===== config.mk =====
export PLATFORM = sky130hd
export DESIGN_NAME = corr_cmd_top
export DESIGN_NICKNAME = d
export VERILOG_FILES = /design/src/hdl/corr_cmd_pkg.sv /design/src/hdl/corr_cfg_pkg.sv /design/src/hdl/cfg_cmd_if.sv /design/src/hdl/apb_cmd_port.sv /design/src/hdl/cmd_decoder.sv /design/src/hdl/line_config_bank.sv /design/src/hdl/corr_cmd_top.sv
export VERILOG_INCLUDE_DIRS = /design/src /design/src/hdl
export SDC_FILE = /design/constraint.sdc
export NUM_CORES = 2
export LEC_CHECK = 0
export ABC_AREA = 1
export BUFFER_PORTS_ARGS = -buffer_cell sky130_fd_sc_hd__buf_2
export CAP_MARGIN = 10
export CORE_UTILIZATION = 45
export CTS_CLUSTER_DIAMETER = 50
export DETAILED_ROUTE_END_ITERATION = 12
export MAX_ROUTING_LAYER = met4
export SLEW_MARGIN = 5
export SYNTH_ARGS = -nofsm -noshare
export SYNTH_HDL_FRONTEND = slang
export SYNTH_SLANG_ARGS = --single-unit

===== constraint.sdc =====
create_clock -name clk -period 6.75 [get_ports clk]
set_input_delay 1.35 -clock clk [delete_from_list [all_inputs] [get_ports clk]]
set_output_delay 1.35 -clock clk [all_outputs]
set_load 0.05 [all_outputs]

===== src/hdl/corr_settings.svh =====
`ifndef CORR_SETTINGS_SVH
`define CORR_SETTINGS_SVH

// --------------------------------------------------
// Correlator line geometry
// --------------------------------------------------
`define CORR_NUM_LINES 8
`define CORR_START_W 20
`define CORR_LEN_W 20
`define CORR_INC_W 12

// --------------------------------------------------
// APB byte offsets
// --------------------------------------------------
`define CORR_ADDR_CMD 12'h000
`define CORR_ADDR_STATUS 12'h004
`define CORR_ADDR_LINE_BASE 12'h100
// Each line window holds 16 word slots, nine of them are fields
`define CORR_LINE_SHIFT 6

`endif


===== src/hdl/corr_cmd_pkg.sv =====
package corr_cmd_pkg;

	// Opcode taken from the low nibble of a command byte
	typedef enum logic [3:0] {
		op_clear          = 4'd0,
		op_set_line       = 4'd1,
		op_set_leds       = 4'd2,
		op_set_baud       = 4'd3,
		op_set_delay      = 4'd4, // Codes 4 to 7, low bits carry the slot
		op_set_freq_div   = 4'd8,
		op_set_voltage    = 4'd9,
		op_enable_test    = 4'd12,
		op_enable_capture = 4'd13,
		op_none           = 4'd15
	} cmd_op_e;

	typedef logic [7:0] line_sel_t;
	typedef logic [3:0] cmd_arg_t;
	typedef logic [1:0] cmd_slot_t;

	// Global mode state as seen on the status word
	typedef struct packed {
		logic [7:0] rsvd;
		logic [7:0] order;
		logic [3:0] baud;
		logic       extra;
		logic       timestamp_reset;
		logic       external_clock;
		logic       integrating;
		line_sel_t  line;
	} status_t;

	function automatic cmd_op_e decode_op(logic [3:0] code);
		case (code)
			4'd0: return op_clear;
			4'd1: return op_set_line;
			4'd2: return op_set_leds;
			4'd3: return op_set_baud;
			4'd4, 4'd5, 4'd6, 4'd7: return op_set_delay;
			4'd8: return op_set_freq_div;
			4'd9: return op_set_voltage;
			4'd12: return op_enable_test;
			4'd13: return op_enable_capture;
			default: return op_none;
		endcase
	endfunction

endpackage


===== src/hdl/corr_cfg_pkg.sv =====
`include "corr_settings.svh"

package corr_cfg_pkg;

	// Word index inside one line window
	typedef enum logic [3:0] {
		fld_voltage     = 4'd0,
		fld_test        = 4'd1,
		fld_leds        = 4'd2,
		fld_cross_start = 4'd3,
		fld_auto_start  = 4'd4,
		fld_cross_len   = 4'd5,
		fld_auto_len    = 4'd6,
		fld_cross_inc   = 4'd7,
		fld_auto_inc    = 4'd8
	} cfg_field_e;

	typedef struct packed {
		logic [7:0]               voltage;
		logic [7:0]               test;    // Bit 7 steers delay writes
		logic [7:0]               leds;
		logic [`CORR_START_W-1:0] cross_start;
		logic [`CORR_START_W-1:0] auto_start;
		logic [`CORR_LEN_W-1:0]   cross_len;
		logic [`CORR_LEN_W-1:0]   auto_len;
		logic [`CORR_INC_W-1:0]   cross_inc;
		logic [`CORR_INC_W-1:0]   auto_inc;
	} line_cfg_t;

	localparam line_cfg_t line_cfg_rst = '{
		cross_inc: `CORR_INC_W'(1),
		auto_inc: `CORR_INC_W'(1),
		default: '0
	};

endpackage


===== src/hdl/cfg_cmd_if.sv =====
interface cfg_cmd_if;
	import corr_cmd_pkg::*;

	logic      valid;
	cmd_op_e   op;
	line_sel_t line;  // Line selected when the byte was decoded
	logic      extra;
	cmd_arg_t  arg;   // High nibble of the command byte
	cmd_slot_t slot;

	modport decoder (
		output valid,
		output op,
		output line,
		output extra,
		output arg,
		output slot
	);

	modport bank (
		input valid,
		input op,
		input line,
		input extra,
		input arg,
		input slot
	);

endinterface


===== src/hdl/apb_cmd_port.sv =====
`include "corr_settings.svh"

module apb_cmd_port (
	input  logic                     clk,
	input  logic                     rst_n,
	input  logic                     psel,
	input  logic                     penable,
	input  logic                     pwrite,
	input  logic [11:0]              paddr,
	input  logic [31:0]              pwdata,
	output logic [31:0]              prdata,
	output logic                     pready,
	output logic                     pslverr,
	output logic                     byte_valid,
	output logic [7:0]               cmd_byte,
	input  logic [31:0]              status_word,
	output corr_cmd_pkg::line_sel_t  rd_line,
	output corr_cfg_pkg::cfg_field_e rd_field,
	input  logic [31:0]              rd_data
);
	import corr_cfg_pkg::*;

	logic [1:0]  in_flight;
	logic        access;
	logic        wr_cmd;
	logic        is_cmd;
	logic        is_status;
	logic        is_line;
	logic [11:0] line_off;
	logic [11:0] line_num;
	logic [3:0]  word_idx;

	// --------------------------------------------------
	// Address decode
	// --------------------------------------------------
	assign is_cmd = (paddr == `CORR_ADDR_CMD);
	assign is_status = (paddr == `CORR_ADDR_STATUS);
	assign line_off = paddr - `CORR_ADDR_LINE_BASE;
	assign line_num = line_off >> `CORR_LINE_SHIFT;
	assign word_idx = line_off[`CORR_LINE_SHIFT-1:2];
	assign is_line = (paddr >= `CORR_ADDR_LINE_BASE) && (line_num < `CORR_NUM_LINES)
		&& (word_idx <= fld_auto_inc);

	assign rd_line = line_num[7:0];
	assign rd_field = cfg_field_e'(word_idx);

	// --------------------------------------------------
	// Handshake
	// --------------------------------------------------
	assign access = psel && penable;
	assign pready = (in_flight == 2'b00); // Stall until the bank has taken the update
	assign wr_cmd = access && pwrite && is_cmd && pready;
	assign pslverr = access && pready && (pwrite ? !is_cmd : !(is_status || is_line));

	always_comb begin
		prdata = '0;
		if (!pwrite && is_status)
			prdata = status_word;
		else if (!pwrite && is_line)
			prdata = rd_data;
	end

	// Bit 0 marks the decode cycle, bit 1 the bank update cycle
	always_ff @(posedge clk) begin
		if (!rst_n)
			in_flight <= 2'b00;
		else
			in_flight <= {in_flight[0], wr_cmd};
	end

	always_ff @(posedge clk) begin
		if (wr_cmd)
			cmd_byte <= pwdata[7:0];
	end

	assign byte_valid = in_flight[0];

	assert property (@(posedge clk) disable iff (!rst_n) byte_valid |=> !byte_valid);
	assert property (@(posedge clk) disable iff (!rst_n) penable |-> psel);

endmodule


===== src/hdl/cmd_decoder.sv =====
module cmd_decoder (
	input  logic        clk,
	input  logic        rst_n,
	input  logic        byte_valid,
	input  logic [7:0]  cmd_byte,
	cfg_cmd_if.decoder  cmd,
	output logic [31:0] status_word,
	output logic        integrating,
	output logic        external_clock,
	output logic        timestamp_reset,
	output logic [3:0]  baud_rate
);
	import corr_cmd_pkg::*;

	cmd_op_e    op;
	logic       forward;
	line_sel_t  cur_line;
	logic       extra_commands;
	logic [7:0] order;
	status_t    status;

	assign op = decode_op(cmd_byte[3:0]);

	// Ops that touch a single line go on to the bank
	always_comb begin
		case (op)
			op_set_line, op_set_baud, op_enable_capture, op_none: forward = 1'b0;
			default: forward = 1'b1;
		endcase
	end

	// --------------------------------------------------
	// Global mode state
	// --------------------------------------------------
	always_ff @(posedge clk) begin
		if (!rst_n) begin
			cur_line <= '0;
			extra_commands <= 1'b0;
			integrating <= 1'b0;
			external_clock <= 1'b0;
			timestamp_reset <= 1'b1;
			baud_rate <= '0;
			order <= '0;
		end else if (byte_valid) begin
			case (op)
				op_set_line: cur_line[{cmd_byte[7:6], 1'b0} +: 2] <= cmd_byte[5:4];
				op_enable_capture: begin
					integrating <= cmd_byte[4];
					external_clock <= cmd_byte[5];
					timestamp_reset <= cmd_byte[6];
					extra_commands <= cmd_byte[7];
				end
				op_set_baud: begin
					if (extra_commands)
						order[cmd_byte[7:5]] <= cmd_byte[4]; // Bits 7 to 5 pick the order bit
					else
						baud_rate <= cmd_byte[7:4];
				end
				default: ;
			endcase
		end
	end

	// --------------------------------------------------
	// Per-line operation output
	// --------------------------------------------------
	always_ff @(posedge clk) begin
		if (!rst_n)
			cmd.valid <= 1'b0;
		else
			cmd.valid <= byte_valid && forward;
	end

	always_ff @(posedge clk) begin
		if (byte_valid) begin
			cmd.op <= op;
			cmd.line <= cur_line;
			cmd.extra <= extra_commands;
			cmd.arg <= cmd_byte[7:4];
			cmd.slot <= cmd_byte[1:0];
		end
	end

	always_comb begin
		status = '0;
		status.line = cur_line;
		status.integrating = integrating;
		status.external_clock = external_clock;
		status.timestamp_reset = timestamp_reset;
		status.extra = extra_commands;
		status.baud = baud_rate;
		status.order = order;
	end

	assign status_word = status;

	// A forwarded operation always carries a decoded opcode
	assert property (@(posedge clk) disable iff (!rst_n) cmd.valid |-> cmd.op != op_none);

endmodule


===== src/hdl/line_config_bank.sv =====
`include "corr_settings.svh"

module line_config_bank (
	input  logic                     clk,
	input  logic                     rst_n,
	cfg_cmd_if.bank                  cmd,
	input  corr_cmd_pkg::line_sel_t  rd_line,
	input  corr_cfg_pkg::cfg_field_e rd_field,
	output logic [31:0]              rd_data
);
	import corr_cmd_pkg::*;
	import corr_cfg_pkg::*;

	localparam int num_lines = `CORR_NUM_LINES;
	localparam int idx_w = $clog2(num_lines);

	line_cfg_t        cfg [num_lines];
	line_cfg_t        cur;
	line_cfg_t        upd;
	line_cfg_t        rd_cfg;
	logic             wr_hit;
	logic [idx_w-1:0] wr_idx;
	logic [3:0]       delay_off;
	logic [3:0]       div_off;

	assign wr_hit = cmd.valid && (cmd.line < num_lines);
	assign wr_idx = cmd.line[idx_w-1:0];
	assign cur = cfg[wr_idx];
	assign delay_off = 4'(cmd.slot) * 4'd3;
	assign div_off = cmd.arg[2] ? 4'd14 : 4'd12; // Divider bits sit above the delay bits

	// --------------------------------------------------
	// Next value of the addressed line
	// --------------------------------------------------
	always_comb begin
		upd = cur;
		case (cmd.op)
			op_clear: begin
				upd.cross_start = '0;
				upd.auto_start = '0;
			end
			op_set_leds: upd.leds[{cmd.extra, 2'b00} +: 4] = cmd.arg;
			op_enable_test: upd.test[{cmd.extra, 2'b00} +: 4] = cmd.arg;
			op_set_voltage: upd.voltage[{cmd.arg[3:2], 1'b0} +: 2] = cmd.arg[1:0];
			op_set_delay: begin
				// Test bit 7 and the extra flag pick the target field
				if (cur.test[7] && cmd.extra) begin
					if (cmd.arg[3])
						upd.auto_inc[delay_off +: 3] = cmd.arg[2:0];
					else
						upd.cross_inc[delay_off +: 3] = cmd.arg[2:0];
				end else if (cur.test[7]) begin
					if (cmd.arg[3])
						upd.auto_start[delay_off +: 3] = cmd.arg[2:0];
					else
						upd.cross_start[delay_off +: 3] = cmd.arg[2:0];
				end else if (cmd.extra) begin
					if (cmd.arg[3])
						upd.auto_len[delay_off +: 3] = cmd.arg[2:0];
					else
						upd.cross_len[delay_off +: 3] = cmd.arg[2:0];
				end
			end
			op_set_freq_div: begin
				if (cmd.extra) begin
					if (cmd.arg[3])
						upd.auto_len[div_off +: 2] = cmd.arg[1:0];
					else
						upd.cross_len[div_off +: 2] = cmd.arg[1:0];
				end else begin
					if (cmd.arg[3])
						upd.auto_start[div_off +: 2] = cmd.arg[1:0];
					else
						upd.cross_start[div_off +: 2] = cmd.arg[1:0];
				end
			end
			default: ;
		endcase
	end

	always_ff @(posedge clk) begin
		if (!rst_n) begin
			for (int i = 0; i < num_lines; i++)
				cfg[i] <= line_cfg_rst;
		end else if (wr_hit) begin
			cfg[wr_idx] <= upd;
		end
	end

	// --------------------------------------------------
	// Readback
	// --------------------------------------------------
	assign rd_cfg = cfg[rd_line[idx_w-1:0]];

	always_comb begin
		rd_data = '0;
		if (rd_line < num_lines) begin
			case (rd_field)
				fld_voltage: rd_data = 32'(rd_cfg.voltage);
				fld_test: rd_data = 32'(rd_cfg.test);
				fld_leds: rd_data = 32'(rd_cfg.leds);
				fld_cross_start: rd_data = 32'(rd_cfg.cross_start);
				fld_auto_start: rd_data = 32'(rd_cfg.auto_start);
				fld_cross_len: rd_data = 32'(rd_cfg.cross_len);
				fld_auto_len: rd_data = 32'(rd_cfg.auto_len);
				fld_cross_inc: rd_data = 32'(rd_cfg.cross_inc);
				fld_auto_inc: rd_data = 32'(rd_cfg.auto_inc);
				default: ;
			endcase
		end
	end

endmodule


===== src/hdl/corr_cmd_top.sv =====
module corr_cmd_top (
	input  logic        clk,
	input  logic        rst_n,
	input  logic        psel,
	input  logic        penable,
	input  logic        pwrite,
	input  logic [11:0] paddr,
	input  logic [31:0] pwdata,
	output logic [31:0] prdata,
	output logic        pready,
	output logic        pslverr,
	output logic        integrating,
	output logic        external_clock,
	output logic        timestamp_reset,
	output logic [3:0]  baud_rate
);
	import corr_cmd_pkg::*;
	import corr_cfg_pkg::*;

	logic        byte_valid;
	logic [7:0]  cmd_byte;
	logic [31:0] status_word;
	line_sel_t   rd_line;
	cfg_field_e  rd_field;
	logic [31:0] rd_data;

	cfg_cmd_if cmd_if ();

	apb_cmd_port port_i (
		.clk         (clk),
		.rst_n       (rst_n),
		.psel        (psel),
		.penable     (penable),
		.pwrite      (pwrite),
		.paddr       (paddr),
		.pwdata      (pwdata),
		.prdata      (prdata),
		.pready      (pready),
		.pslverr     (pslverr),
		.byte_valid  (byte_valid),
		.cmd_byte    (cmd_byte),
		.status_word (status_word),
		.rd_line     (rd_line),
		.rd_field    (rd_field),
		.rd_data     (rd_data)
	);

	cmd_decoder dec_i (
		.clk             (clk),
		.rst_n           (rst_n),
		.byte_valid      (byte_valid),
		.cmd_byte        (cmd_byte),
		.cmd             (cmd_if.decoder),
		.status_word     (status_word),
		.integrating     (integrating),
		.external_clock  (external_clock),
		.timestamp_reset (timestamp_reset),
		.baud_rate       (baud_rate)
	);

	line_config_bank bank_i (
		.clk      (clk),
		.rst_n    (rst_n),
		.cmd      (cmd_if.bank),
		.rd_line  (rd_line),
		.rd_field (rd_field),
		.rd_data  (rd_data)
	);

endmodule


==> run_results.csv <==
group,metric,value,unit
status,status,"complete, no violations",
clocking,cts.clk_slew.worst_paths,50,ps
job,max-cap-violations,0,
critical_path,reg2reg_to,"bank_i.cfg[2][20]",
timing,finalCriticalPeriod,5860,ps
place,gp_congestion,0.897,
floorplan,dieArea,134000,sq um
synthesis,synth_compound_area_frac,0.184,
route,route.detailed.drc,0,
grt,grt_pass1_wl,317,mm
grt,globalRouteOverflowTotal,0,
timing,hold_violations,0,
place,portBuffers,57,
synthesis,synthMostInstantiatedCell,"nor2_1",
synthesis,yosysSeqAreaShare,0.541,
timing,fin_tns_setup,0,ps
critical_path,crit_family,"simple AND/OR/NAND/NOR gates",
final_layout,drive_gt1_frac,0.0731,
grt,grt_max_degree,203,
clocking,cts_tree,"yes",
synthesis,synth_area_per_cell,8.46,sq um
floorplan,die_x,366,microns
route,wl,217,mm
timing,report.final.slew_viol_count,0,
critical_path,cp_num_buf_inv,4,
grt,grt_usage,0.324,
synthesis,synth_cell_type_count,44,
synthesis,yosys.area_share.simple,0.198,
hold_path,hold_path_class,"register to register",
critical_path,crit_type,"input port to output pin",
critical_path,critPathLaunch,"paddr[6]",
timing,fin_ws,889,ps
floorplan,die-height,366,microns
final_layout,final_cells,8707,
grt,antenna_found_initial,4,
floorplan,start_util,0.454,
synthesis,synthArstFlopShare,0,
timing,relSlewSlack,0.112,
synthesis,synth-xor-area-share,0.000147,
floorplan,fp.coreArea,131000,sq um
critical_path,endpoint_kind,"output pin",
floorplan,io_pins,90,
final_layout,final_cell_area,65700,sq um
hold_path,hold_start,"port_i.cmd_byte[0]",
synthesis,synth_top_area_frac,0.529,
timing,fin_crit_sh,0.868,
final_layout,seqCellArea,32300,sq um
place,hpwl,118,mm
critical_path,slowest_delay,590,ps
critical_path,worstPathArrival,4510,ps
synthesis,synth_fa_ha_area_frac,0.00357,
timing,setup_viol,0,
route,vias,53600,
floorplan,placementRows,133,
route,via_per_inst,6.15,
synthesis,synth_commonest_cells,"nor2_1 (1,342), edfxtp_1 (1,051), o21ai_0 (922)",
final_layout,fillers,12400,
critical_path,cp.depth,13,
synthesis,netlist_area,59600,sq um
route,ant_nets,0,
critical_path,path_cells,"buf_8, inv_8, buf_12, nand2_1, o211ai_1, nand3_1, nand3_1, nand3_1, nor2_1, nand2_1, nand2_1, nand2_1, buf_2",
synthesis,syn_inst,7049,
place,place_inst,8465,
clocking,cts.sinks,1085,
synthesis,synthMuxAreaShare,0.000839,
synthesis,ys_ff_latch,1085,
clocking,h-tree-depth,4,
final_layout,area_growth,10.1,%
critical_path,ff2ff_setup_slack,2260,ps
synthesis,synthFlopType,"edfxtp_1",
power_and_ir_drop,leakage,24.5,nW
clocking,root_buffer,"clkbuf_16",
place,dpl-instance-area,61300,sq um
timing,rsz0062_at_grt,"no",
critical_path,crit_fanout,83,
power_and_ir_drop,p_per_area,241,nW/um^2
clocking,cts_resized,0,
timing,finClkSkew,29.9,ps
final_layout,multiInputGateArea,23200,sq um
final_layout,fin_util,0.500,
critical_path,reg2reg_from,"dec_i.cmd.op[1]",
grt,grt_pass1_vias,49600,
place,dpl_worst_slack,1080,ps
synthesis,synth_edf_count,1051,
clocking,insertion_delay,770,ps
critical_path,cp_slowest_cell,"inv_8",
route,drt_iter0_markers,7081,
final_layout,nets,6914,
clocking,cts_made_buffers,136,
route,detail_route.wl_per_cell,24.9,microns
clocking,clk_path_buf_depth,3,
critical_path,crit_top_cell,"nand2_1",
critical_path,required,5400,ps
timing,fmax,171,MHz
synthesis,synth_warnings,0,
power_and_ir_drop,vdd_ir_drop_max,0.217,mV
synthesis,synthTopCellsByArea,"edfxtp_1 (53%), nor2_1 (8.4%), o21ai_0 (7.7%)",
clocking,cts_setup_buffers,0,
timing,worst_pin_slew,1330,ps
critical_path,critPathCapture,"prdata[1]",
synthesis,yosys.area.top_type,"edfxtp_1",
critical_path,critPathLaunchType,"input port",
critical_path,reg2regPathDepth,8,
clocking,ctsHoldBuffers,0,
synthesis,synth_top_family_by_area,"simple AND/OR/NAND/NOR gates",
route,first_pass_iters,6,
==> how the worst min path moves through the flow <==
stage | endpoint | slack, ps | depth (start not counted)
after CTS | dec_i.cmd.slot[0] | 450 | 0
after floorplan | dec_i.order[1] | 420 | 2
after detailed placement | dec_i.cmd.slot[0] | 440 | 0
after global routing | dec_i.order[2] | 470 | 2
after global placement | dec_i.cmd.slot[0] | 430 | 0
final | dec_i.cmd.slot[0] | 450 | 0
==> placed cells by master (no fill, tap or decap), types with 8 or more instances in the layout <==
cell | Yosys | layout
nand3_1 | 609 | 609
bufinv_16 | 0 | 10
dfxtp_1 | 34 | 31
edfxtp_1 | 1051 | 1051
buf_2 | 237 | 54
o22ai_1 | 19 | 19
clkinv_1 | 0 | 20
inv_6 | 0 | 19
a21oi_1 | 722 | 722
buf_12 | 0 | 34
ha_1 | 17 | 17
o21ai_1 | 20 | 20
inv_2 | 22 | 13
o21ai_2 | 42 | 42
nor2_2 | 8 | 9
nor2_1 | 1342 | 1339
o211ai_1 | 249 | 249
nor3_1 | 26 | 20
nand4_1 | 13 | 13
conb_1 | 1 | 8
nor3_2 | 4 | 10
buf_4 | 28 | 105
nand2_4 | 1 | 9
o21ai_0 | 922 | 922
a31oi_1 | 9 | 9
clkinv_2 | 0 | 27
clkbuf_1 | 223 | 18
o221ai_1 | 14 | 14
clkbuf_16 | 0 | 142
nand2_1 | 885 | 877
inv_1 | 464 | 460
==> per-stage QoR <==
step	total power, mW	hold slack [ps]
6_report	15.8	449
4_1_cts	15.8	450
3_5_place_dp	8.79	436
5_1_grt	16.2	470
3_3_place_gp	8.78	434
2_1_floorplan	8.43	425
==> flip-flops by register name, summed over array words and instances (netlist names), named ones only <==
signal and cells:
dec_i.cmd.op 4, port_i.cmd_byte 8, dec_i.order 8, dec_i.op 4, dec_i.extra_commands 1, dec_i.cmd.slot 2
dec_i.cur_line 8, dec_i.cmd.valid 1, dec_i.cmd.arg 4, dec_i.baud_rate 4, port_i.in_flight 2, dec_i.external_clock 1
dec_i.cmd.extra 1, dec_i.timestamp_reset 1, dec_i.integrating 1, dec_i.cmd.line 8, bank_i.cfg 1024
==> power by group <==
group | internal [mW] | leakage (nW) | switching [mW] | total (mW)
clock network | 4.22 | 2.12 | 2.90 | 7.12
logic | 0.262 | 11.4 | 0.769 | 1.03
registers | 7.57 | 11.0 | 0.0830 | 7.65
==> worst reg2reg max path: stages (launching register included) <==
cell,delay [ps]
edfxtp_1,470
nor2_2,190
inv_2,50
nor2_2,770
nand2_2,670
nor3_2,860
nand2_1,580
o21ai_2,520
nor2_1,70
==> per-layer routing <==
metal / GRT usage / vias to the layer above / wire length, microns
li1: - / 24000 / -
met4: 0.131 / 0 / 8670
met3: 0.0573 / 565 / 24500
met2: 0.492 / 3349 / 97600
met5: - / - / 0
met1: 0.430 / 25600 / 86400
==> cells by family (layout without fill, tap and decap cells) <==
kind of cell    count (synthesis)  count (layout)
flops                        1085            1085
fa+ha+maj                      17              17
xor+xnor                        1               1
compound gates               2011            2011
simple gates                 2900            2900
buf+inv                      1029             920
other cells                     1              13
mux                             5               5
==> area by class of cell <==
type	count	area share
Clock inverter	76	0.0103
Antenna cell	5	0.000191
Clock buffer	161	0.0553
Timing Repair Buffer	196	0.0271
Tap cell	1755	0.0334
Sequential cell	1085	0.491
Multi-Input combinational cell	4942	0.354
Inverter	487	0.0290
Power figures use the tool's default switching activity.
